## src/common/sms_loader_cfg.svh

```systemverilog
// Widths, host index codes and record sizes for the download path
`ifndef SMS_LOADER_CFG_SVH
`define SMS_LOADER_CFG_SVH

// ==============================
// Address widths
// ==============================
`define SMS_HOST_AW 25 // Host loader byte address
`define SMS_ROM_AW 22 // ROM read side and size masks
`define SMS_WR_AW 24 // ROM write counter

// ==============================
// Host index codes
// ==============================
// Cartridge images use indexes 0 to 3
`define SMS_IDX_SYSMODE 4
`define SMS_IDX_DSW 254
`define SMS_IDX_CODE 255
`define SMS_IDX_GG 2 // Game Gear image
`define SMS_IDX_SYSE 3 // System E image

// ==============================
// Sizes
// ==============================
`define SMS_HDR_BYTES 512 // Copier header in front of some dumps
`define SMS_CHEAT_BYTES 16
`define SMS_DSW_COUNT 3

`endif

```

## src/common/sms_loader_pkg.sv

```systemverilog
// Types for the decoded host write, the cheat record and the system settings
`include "sms_loader_cfg.svh"

package sms_loader_pkg;

	// ==============================
	// Decoded host write
	// ==============================
	typedef struct packed {
		logic cart_wr; // ROM image byte
		logic code_wr; // Cheat record byte
		logic sysmode_wr;
		logic dsw_wr;
		logic dl_start; // Cart download began
		logic dl_end; // Cart download finished
		logic [7:0] data;
		logic [`SMS_HOST_AW-1:0] addr;
		logic [4:0] index; // Low bits of the host index
	} dl_cmd_t;

	// ==============================
	// Cheat record
	// ==============================
	typedef struct packed {
		logic [31:0] flags;
		logic [31:0] address;
		logic [31:0] compare;
		logic [31:0] replace;
	} cheat_fields_t;

	// Lane view is written by the loader, field view is read by the core.
	// Outer index picks the field from the top, inner index the byte from the LSB.
	typedef union packed {
		logic [0:3][3:0][7:0] lanes;
		cheat_fields_t fields;
	} cheat_code_u;

	typedef struct packed {
		logic valid; // One cycle when the last byte lands
		cheat_code_u code;
	} cheat_t;

	// ==============================
	// Decoded system settings
	// ==============================
	typedef struct packed {
		logic [1:0] encrypt; // Base and bank encryption enables
		logic has_paddle;
		logic has_pedal;
		logic [1:0] e0_type;
		logic e1_use;
		logic e2_use;
		logic [`SMS_DSW_COUNT-1:0][7:0] dsw;
		logic gg;
		logic systeme;
	} sys_cfg_t;

endpackage

```

## src/design/download_decode.sv

```systemverilog
// Host write register stage with index decode and cart download edge pulses
`include "sms_loader_cfg.svh"

module download_decode (
	input logic clk_sys,
	input logic rst,
	input logic ioctl_download,
	input logic ioctl_wr,
	input logic [7:0] ioctl_index,
	input logic [`SMS_HOST_AW-1:0] ioctl_addr,
	input logic [7:0] ioctl_dout,
	output sms_loader_pkg::dl_cmd_t cmd
);

	logic cart_dl;
	logic cart_dl_q; // Previous cart download level
	logic sysmode_hit;
	logic dsw_hit;

	// Indexes 0 to 3 are cartridge images
	assign cart_dl = ioctl_download & ~(|ioctl_index[7:2]);

	assign sysmode_hit = (ioctl_index == 8'(`SMS_IDX_SYSMODE)) && (ioctl_addr == '0);
	assign dsw_hit = (ioctl_index == 8'(`SMS_IDX_DSW)) && (ioctl_addr < `SMS_DSW_COUNT);

	// ==============================
	// Strobes and edge pulses
	// ==============================
	always_ff @(posedge clk_sys) begin
		if (rst) begin
			cart_dl_q <= 1'b0;
			cmd.cart_wr <= 1'b0;
			cmd.code_wr <= 1'b0;
			cmd.sysmode_wr <= 1'b0;
			cmd.dsw_wr <= 1'b0;
			cmd.dl_start <= 1'b0;
			cmd.dl_end <= 1'b0;
		end else begin
			cart_dl_q <= cart_dl;
			cmd.cart_wr <= ioctl_wr & cart_dl;
			cmd.code_wr <= ioctl_wr & (ioctl_index == 8'(`SMS_IDX_CODE));
			cmd.sysmode_wr <= ioctl_wr & sysmode_hit;
			cmd.dsw_wr <= ioctl_wr & dsw_hit;
			cmd.dl_start <= cart_dl & ~cart_dl_q; // Rising edge
			cmd.dl_end <= ~cart_dl & cart_dl_q; // Falling edge
		end
	end

	// Payload follows the host every cycle
	always_ff @(posedge clk_sys) begin
		cmd.data <= ioctl_dout;
		cmd.addr <= ioctl_addr;
		cmd.index <= ioctl_index[4:0];
	end

endmodule

```

## src/cart/cart_store.sv

```systemverilog
// ROM write toggle handshake, host wait, cartridge size masks and read mapping
`include "sms_loader_cfg.svh"

module cart_store (
	input logic clk_sys,
	input logic rst,
	input sms_loader_pkg::dl_cmd_t cmd,
	input logic rom_ack,
	input logic [`SMS_ROM_AW-1:0] rom_rd_addr,
	output logic rom_req,
	output logic ioctl_wait,
	output logic [`SMS_WR_AW-1:0] rom_wr_addr,
	output logic [7:0] rom_wr_data,
	output logic [`SMS_ROM_AW-1:0] rom_map_addr
);

	logic [`SMS_WR_AW-1:0] wr_cnt;
	logic [`SMS_WR_AW-1:0] wr_total; // Bytes written, counting one in flight
	logic wr_done;
	logic [`SMS_ROM_AW-1:0] wr_addr; // Host address seen by the masks
	logic [`SMS_ROM_AW-1:0] hdr_off;
	logic [`SMS_ROM_AW-1:0] cart_mask;
	logic [`SMS_ROM_AW-1:0] cart_mask512;
	logic has_hdr;

	assign hdr_off = `SMS_HDR_BYTES;
	assign wr_addr = cmd.addr[`SMS_ROM_AW-1:0];

	// Memory has caught up with the last toggle
	assign wr_done = ioctl_wait && (rom_ack == rom_req);
	assign wr_total = wr_cnt + {{(`SMS_WR_AW-1){1'b0}}, ioctl_wait};

	// ==============================
	// Write handshake
	// ==============================
	always_ff @(posedge clk_sys) begin
		if (rst) begin
			rom_req <= 1'b0;
			ioctl_wait <= 1'b0;
		end else if (cmd.cart_wr) begin
			rom_req <= ~rom_req; // New request on every level change
			ioctl_wait <= 1'b1;
		end else if (wr_done) begin
			ioctl_wait <= 1'b0;
		end
	end

	always_ff @(posedge clk_sys) begin
		if (rst) begin
			wr_cnt <= '0;
		end else if (cmd.dl_start) begin
			wr_cnt <= '0;
		end else if (wr_done) begin
			wr_cnt <= wr_cnt + {{(`SMS_WR_AW-1){1'b0}}, 1'b1};
		end
	end

	always_ff @(posedge clk_sys) begin
		if (cmd.cart_wr)
			rom_wr_data <= cmd.data; // Held until the next request
	end

	assign rom_wr_addr = wr_cnt;

	// ==============================
	// Size masks and header flag
	// ==============================
	always_ff @(posedge clk_sys) begin
		if (rst) begin
			cart_mask <= '0;
			cart_mask512 <= '0;
			has_hdr <= 1'b0;
		end else begin
			if (cmd.cart_wr) begin
				if (cmd.addr == '0)
					cart_mask <= '0;
				else
					cart_mask <= cart_mask | wr_addr;
				// Same rule for the image behind a header
				if (cmd.addr == `SMS_HDR_BYTES)
					cart_mask512 <= '0;
				else
					cart_mask512 <= cart_mask512 | (wr_addr - hdr_off);
			end
			if (cmd.dl_end)
				has_hdr <= wr_total[$clog2(`SMS_HDR_BYTES)]; // Odd multiple of 512
		end
	end

	// Console read translation
	assign rom_map_addr = has_hdr ? ((rom_rd_addr + hdr_off) & cart_mask512)
		: (rom_rd_addr & cart_mask);

	// ==============================
	// Checks
	// ==============================
	// Host honours the wait level
	a_no_wr_in_wait: assert property (@(posedge clk_sys) disable iff (rst)
		cmd.cart_wr |-> !ioctl_wait);

	// Memory sees a steady write while the toggle is open
	a_wr_stable: assert property (@(posedge clk_sys) disable iff (rst)
		(rom_req != rom_ack) |=> ($stable(rom_wr_addr) && $stable(rom_wr_data)));

endmodule

```

## src/design/cheat_assembler.sv

```systemverilog
// Cheat record assembly from host bytes with a one cycle valid pulse
`include "sms_loader_cfg.svh"

module cheat_assembler (
	input logic clk_sys,
	input logic rst,
	input sms_loader_pkg::dl_cmd_t cmd,
	output sms_loader_pkg::cheat_t cheat
);

	logic [3:0] lane;
	logic last_lane;

	assign lane = cmd.addr[3:0]; // Byte position within the record
	assign last_lane = (lane == 4'(`SMS_CHEAT_BYTES - 1));

	// ==============================
	// Record bytes
	// ==============================
	// Upper two bits pick the field, lower two the byte in it
	always_ff @(posedge clk_sys) begin
		if (cmd.code_wr)
			cheat.code.lanes[lane[3:2]][lane[1:0]] <= cmd.data;
	end

	// Record complete with the replace top byte
	always_ff @(posedge clk_sys) begin
		if (rst)
			cheat.valid <= 1'b0;
		else
			cheat.valid <= cmd.code_wr & last_lane;
	end

	// ==============================
	// Checks
	// ==============================
	// A pulse per record, even with back to back records
	a_valid_pulse: assert property (@(posedge clk_sys) disable iff (rst)
		cheat.valid |=> !cheat.valid);

endmodule

```

## src/design/system_config.sv

```systemverilog
// System mode and DIP switch registers with cartridge type flags
`include "sms_loader_cfg.svh"

module system_config (
	input logic clk_sys,
	input logic rst,
	input sms_loader_pkg::dl_cmd_t cmd,
	output sms_loader_pkg::sys_cfg_t cfg
);

	logic [7:0] sysmode_q;
	logic [`SMS_DSW_COUNT-1:0][7:0] dsw_q;
	logic gg_q;
	logic systeme_q;

	// ==============================
	// Raw registers
	// ==============================
	always_ff @(posedge clk_sys) begin
		if (rst) begin
			sysmode_q <= '0;
			dsw_q <= '0;
			gg_q <= 1'b0;
			systeme_q <= 1'b0;
		end else begin
			if (cmd.dsw_wr)
				dsw_q[cmd.addr[1:0]] <= cmd.data; // Address already below the count
			// Each image byte restates the cart type
			if (cmd.cart_wr) begin
				gg_q <= (cmd.index == 5'(`SMS_IDX_GG));
				systeme_q <= (cmd.index == 5'(`SMS_IDX_SYSE));
			end
			if (cmd.sysmode_wr) begin
				sysmode_q <= cmd.data;
				systeme_q <= 1'b1; // Only arcade sets carry a mode byte
			end
		end
	end

	// Mode byte split into named settings
	always_comb begin
		cfg.encrypt = sysmode_q[1:0];
		cfg.has_paddle = sysmode_q[2];
		cfg.has_pedal = sysmode_q[3];
		cfg.e0_type = sysmode_q[5:4];
		cfg.e1_use = sysmode_q[6];
		cfg.e2_use = sysmode_q[7];
		cfg.dsw = dsw_q;
		cfg.gg = gg_q;
		cfg.systeme = systeme_q;
	end

endmodule

```

## src/design/sms_loader_top.sv

```systemverilog
// Download path top level with decode, cart store, cheat and config blocks
`include "sms_loader_cfg.svh"

module sms_loader_top (
	input logic clk_sys,
	input logic rst,
	// Host loader
	input logic ioctl_download,
	input logic [7:0] ioctl_index,
	input logic [`SMS_HOST_AW-1:0] ioctl_addr,
	input logic [7:0] ioctl_dout,
	input logic ioctl_wr,
	output logic ioctl_wait,
	// ROM memory
	output logic rom_req,
	input logic rom_ack,
	output logic [`SMS_WR_AW-1:0] rom_wr_addr,
	output logic [7:0] rom_wr_data,
	input logic [`SMS_ROM_AW-1:0] rom_rd_addr,
	output logic [`SMS_ROM_AW-1:0] rom_map_addr,
	// Results
	output sms_loader_pkg::cheat_t cheat,
	output sms_loader_pkg::sys_cfg_t cfg
);

	sms_loader_pkg::dl_cmd_t cmd; // Shared by every block

	download_decode u_download_decode (
		.clk_sys(clk_sys),
		.rst(rst),
		.ioctl_download(ioctl_download),
		.ioctl_wr(ioctl_wr),
		.ioctl_index(ioctl_index),
		.ioctl_addr(ioctl_addr),
		.ioctl_dout(ioctl_dout),
		.cmd(cmd)
	);

	cart_store u_cart_store (
		.clk_sys(clk_sys),
		.rst(rst),
		.cmd(cmd),
		.rom_ack(rom_ack),
		.rom_rd_addr(rom_rd_addr),
		.rom_req(rom_req),
		.ioctl_wait(ioctl_wait),
		.rom_wr_addr(rom_wr_addr),
		.rom_wr_data(rom_wr_data),
		.rom_map_addr(rom_map_addr)
	);

	cheat_assembler u_cheat_assembler (
		.clk_sys(clk_sys),
		.rst(rst),
		.cmd(cmd),
		.cheat(cheat)
	);

	system_config u_system_config (
		.clk_sys(clk_sys),
		.rst(rst),
		.cmd(cmd),
		.cfg(cfg)
	);

endmodule

```

## config.mk

```make
export PLATFORM = sky130hd
export DESIGN_NAME = sms_loader_top
export DESIGN_NICKNAME = d
export VERILOG_FILES = /design/src/common/sms_loader_pkg.sv /design/src/design/download_decode.sv /design/src/cart/cart_store.sv /design/src/design/cheat_assembler.sv /design/src/design/system_config.sv /design/src/design/sms_loader_top.sv
export VERILOG_INCLUDE_DIRS = /design/src /design/src/common
export SDC_FILE = /design/constraint.sdc
export NUM_CORES = 1
export LEC_CHECK = 0
export BUFFER_PORTS_ARGS = -buffer_cell sky130_fd_sc_hd__buf_4
export CAP_MARGIN = 20
export CELL_PAD_IN_SITES_DETAIL_PLACEMENT = 2
export CELL_PAD_IN_SITES_GLOBAL_PLACEMENT = 2
export CORE_ASPECT_RATIO = 0.8
export CORE_MARGIN = 2
export CORE_UTILIZATION = 36
export DETAILED_ROUTE_END_ITERATION = 7
export HOLD_SLACK_MARGIN = 0.1
export PLACE_DENSITY_LB_ADDON = 0.08
export SYNTH_ARGS = -nofsm -noshare
export SYNTH_HDL_FRONTEND = slang
export SYNTH_SLANG_ARGS = --single-unit
```

## constraint.sdc

```tcl
create_clock -name clk_sys -period 5.5 [get_ports clk_sys]
set_input_delay 0.825 -clock clk_sys [delete_from_list [all_inputs] [get_ports clk_sys]]
set_output_delay 0.825 -clock clk_sys [all_outputs]
set_load 0.02 [all_outputs]
```

Yosys cells after proc, flatten, opt, wreduce, memory -nomap -nowiden --
Index checks and enable logic that the tools add are counted. Widths: inputs -> output; s select.
Storage, ports and cells: register bits 287, bits in latches 0, memory bits (writable) 0, bits in read-only memories 0, logic and storage cells 83, memories 0
Cells by class: $add $sub $neg 4, multipliers 0, divide/modulo/power cells 0, $lt $le $gt $ge 5, equality and inequality tests 8, shift-type cells 0, mux-type cells 13, bitwise logic cells 17, reduce and logical (&&, ||, !) cells 11
Operators by type and width (number):
- $bwmux 128 | 1
- $mux 22 | 3
- $demux 32 s2 | 1
- $logic_not 25->1 | 2
- $and 22x22->22 | 2
- $or 22x22->22 | 2
- $mux 32 | 1
- $eq 25x10->1 const B | 1
- $lt 25x2->1 const B | 1
- $add 24x1->24 const B | 1
- $bwmux 24 | 1
- $add 22x10->22 const B | 1
- $sub 22x10->22 const B | 1
- $demux 8 s2 | 1
- $eq 8x8->1 const B | 2
- $add 10x1->10 | 1
- $eq 5x2->1 const B | 2
- $and 1x1->1 | 8
- $eq 8x3->1 const B | 1
- $mux 8 | 1
- $reduce_or 6->1 | 1
- $logic_and 1x1->1 | 5
- $eq 4x4->1 const B | 1
- $mux 1 | 4
- 9 further kinds | 13

Depth between registers and ports, before layout --
depth in word-level cells 7, mapped depth 7, gate-level depth less buffers 6

Hierarchy --
From an unflattened synthesis, not the netlist that was laid out.
Unflattened totals: cells, all modules 822, area total of the unflattened synthesis 10097.2 sq um
Modules (own cells, without submodules):
- cheat_assembler | instances 1, cells each 155, area an instance 3997.6 sq um, sequential area each 3863.7 sq um
- cart_store | instances 1, cells each 450, area an instance 3771.1 sq um, sequential area each 1661.6 sq um
- system_config | instances 1, cells each 146, area an instance 1252.5 sq um, sequential area each 680.7 sq um
- download_decode | instances 1, cells each 71, area an instance 1076.0 sq um, sequential area each 900.9 sq um

Worst setup path after synthesis --
No wires, ideal clock.
kind input port to output port, from input port rom_rd_addr[9], to output port rom_map_addr[21], arrival 1970 ps, required time 4675 ps, setup slack 2705 ps, stages 5, path buffers 0, cell sequence ha_1 > nand4_1 > nor4_1 > xnor2_1 > o21ai_0
On the way: cells in the longest elaborated chain, start to end 3
Ends and longest elaborated chain:
- from (decl) | line sms_loader_top.sv:19 | input logic [`SMS_ROM_AW-1:0] rom_rd_addr,
- $add 22x10->22 | line cart_store.sv:91 | assign rom_map_addr = has_hdr ? ((rom_rd_addr + hdr_off) & cart_mask512)
- $and 22x22->22 | line cart_store.sv:91
- $mux 22 | line cart_store.sv:91
- to (decl) | line sms_loader_top.sv:20 | output logic [`SMS_ROM_AW-1:0] rom_map_addr,
No other way between the ends.

Worst setup path after layout --
Same ends and word-level chain as after synthesis.

==> flow_metrics.py <==
metrics = {
    "outcome": {
        "status": "finished clean",
    },
    "finish": {
        "regArea_sq_mm": 0.007108,
        "fillers": 2721,
        "multi_input_area_sq_mm": 0.002715,
        "layout_common_cells": "buf_4, dfxtp_1, edfxtp_1, nor2_1, a21oi_1",
        "final_common_cell": "buf_4",
        "areaGrowthSynthToFinish_pct": 35.09,
        "nets": 1154,
        "utilization": 0.4962,
        "diodes": 0,
        "drive_gt1_frac": 0.3162,
        "stdcell_count": 1471,
    },
    "synthesis": {
        "synth_edf_count": 136,
        "synth-main-ff-cell": "dfxtp_1",
        "synthArstFlopShare": 0,
        "ys_types": 45,
        "syn_avg_cell_area_sq_um": 12.72,
        "synth_warnings": 0,
        "ys_ff_latch": 287,
        "netlist_area_sq_mm": 0.01005,
        "syn_nets": 861,
        "synth-seq-area-share": 0.7071,
        "syn_inst": 790,
    },
    "timing": {
        "report.final.slew_viol_count": 0,
        "tightest_slew_ns": 1.086,
        "period_share": 0.5727,
        "clock.fmax_mhz": 317.5,
        "fin_tns_setup_ns": 0,
        "fin_crit_ns": 3.150,
        "setup_viol_count_final": 0,
        "finalHoldViolations": 0,
        "rsz0062_at_grt": "false",
        "hold_ws_ns": 0.3816,
        "relSlewSlack": 0.2749,
        "clock_skew_ns": 0.007961,
    },
    "power": {
        "max-vdd-ir-drop_v": 0.0002375,
        "power_leakage_nw": 5.242,
        "finalPower_mw": 4.360,
        "powerDensity_mw_per_mm2": 321.1,
    },
    "drt": {
        "drtIter0Drc": 362,
        "wl_per_cell_microns": 23.78,
        "met3_length_microns": 1655,
        "dr.pass1.iters": 4,
        "ant_nets": 0,
        "num_vias": 7449,
        "wl_met2_microns": 17890,
        "routed_via_density": 5.064,
        "top_layer": "met4",
        "wl_met1_microns": 14660,
        "drc": 0,
        "wl_microns": 34990,
    },
    "worst_setup_path": {
        "cp-end-kind": "output port",
        "critPathArrivalTime_ns": 2.32,
        "critPathMaxFanout": 4,
        "crit_required_ns": 4.68,
        "startpoint_type": "primary input",
        "crit_type": "in2out",
    },
    "placement": {
        "place_inst": 1408,
        "port_buffers": 286,
        "gp_congestion": 0.7852,
        "dp_hpwl_microns": 24640,
    },
    "die": {
        "core_area_sq_mm": 0.02736,
        "dieArea_sq_mm": 0.02928,
        "rows": 54,
        "io_pins": 287,
        "die_y_microns": 153.5,
        "dieWidth_microns": 190.8,
        "start_util": 0.3673,
    },
    "cts": {
        "clk_latency_ns": 0.54,
        "clockBufferDepth": 3,
        "cts.sinks": 287,
        "htreeDepth": 1,
        "clkTransAtPathRegs_ns": 0.06,
        "cts_resized": 0,
        "cts-buffers-inserted": 30,
        "cts_tree": "yes",
        "cts_root_buf": "clkbuf_16",
        "cts.hold.buffers_added": 0,
        "postCtsSetupBuffers": 0,
    },
    "flow_run": {
        "maxCapViolations": 0,
    },
    "global_routing": {
        "grt_max_degree": 57,
        "overflow": 0,
        "antenna_found_initial": 0,
        "track_usage": 0.2343,
        "grt_pass1_vias": 8049,
        "grt_pass1_wl_microns": 51410,
    },
    "worst_hold_path": {
        "hp-class": "in2reg",
    },
}
routing by layer:
layer	up-vias	global-route usage
met4	0	0.05316
met3	43	0.03605
met2	216	0.4258
met5	-	0
met1	3738	0.2912
li1	3452	-
per-stage QoR:
| step | setup WS, ns | instance area (sq um) |
|---|---|---|
| floorplan | 2.705 | 10050 |
| global placement | 2.468 | 12510 |
| detailed placement | 2.388 | 12510 |
| CTS | 2.386 | 13470 |
| global route | 2.285 | 13580 |
| finish | 2.350 | 13580 |
registers in the layout, summed over array words and instances (netlist names):
name / cells
u_cart_store.cart_mask: 22
u_cart_store.cart_mask512: 22
u_cart_store.has_hdr: 1
u_cart_store.ioctl_wait: 1
u_cart_store.rom_req: 1
u_cart_store.rom_wr_addr: 24
u_cart_store.rom_wr_data: 8
u_cheat_assembler.cheat: 129
u_download_decode.cart_dl_q: 1
u_download_decode.cmd: 44
u_system_config.cfg: 24
u_system_config.gg_q: 1
u_system_config.sysmode_q: 8
u_system_config.systeme_q: 1
cell families (layout without fill, tap and decap cells):
group	Yosys count	in the layout	synth area share
xor gates and xnor gates	28	28	0.02440
AOI/OAI and AO/OA	104	104	0.06262
muxes	43	43	0.04295
adders and majority gates	3	3	0.003735
DFF	287	287	0.7071
and+or+nand+nor	273	273	0.1359
buffers and inverters	52	369	0.02328
critical path, stage by stage:
cell and delay [ns]:
buf_4 0.10, ha_1 0.20, nand4_1 0.28, nor4_1 0.46, xnor2_1 0.11, o21ai_0 0.17
buf_4 0.17
final cells by class:
cell class	count	area share
inverter	15	0.004147
timing repair buffer	298	0.1688
clock inverter	9	0.003225
tap	364	0.03354
clock buffer	47	0.06681
multi-input combinational	451	0.2000
sequential	287	0.5235
synthesized netlist by cell type, types with 4 or more instances:
library cell    n  area, sq um
xnor2_1        17        148.9
edfxtp_1      136         4084
o31ai_1        11        82.58
inv_1          15        56.30
nor3_1         19        95.09
or3_1           7        43.79
nor4_1         17        106.4
nand3b_1        7        52.55
xor2_1         11        96.34
nand2_1        41        153.9
mux2i_1        42        420.4
o22ai_1         5        31.28
o21ai_0        14        70.07
nor2b_1        13        81.33
nor2_1         97        364.1
or2_2           4        25.02
dfxtp_1       151         3023
and3_1          6        37.54
nand3_1        19        95.09
nand4_1        12        75.07
buf_6           4        45.04
or4_1          14        105.1
clkbuf_1       28        105.1
a31oi_1         4        25.02
a21oi_1        60        300.3
power breakdown:
group          internal, mW  switching (mW)
registers              2.25          0.0392
clock network          1.13           0.831
logic                0.0531          0.0592
path summary, 6_finish.rpt:
kind | from | to | slack [ns] | cells past startpoint
setup reg to reg | u_download_decode.cmd[21] | u_cart_store.cart_mask[19] | 2.94 | 5
hold reg to reg | u_download_decode.cart_dl_q | u_download_decode.cmd[39] | 0.41 | 1
setup / recovery | rom_rd_addr[9] | rom_map_addr[21] | 2.35 | 7
hold / removal | ioctl_dout[1] | u_download_decode.cmd[31] | 0.38 | 1
(Power assumes the default switching activity.)
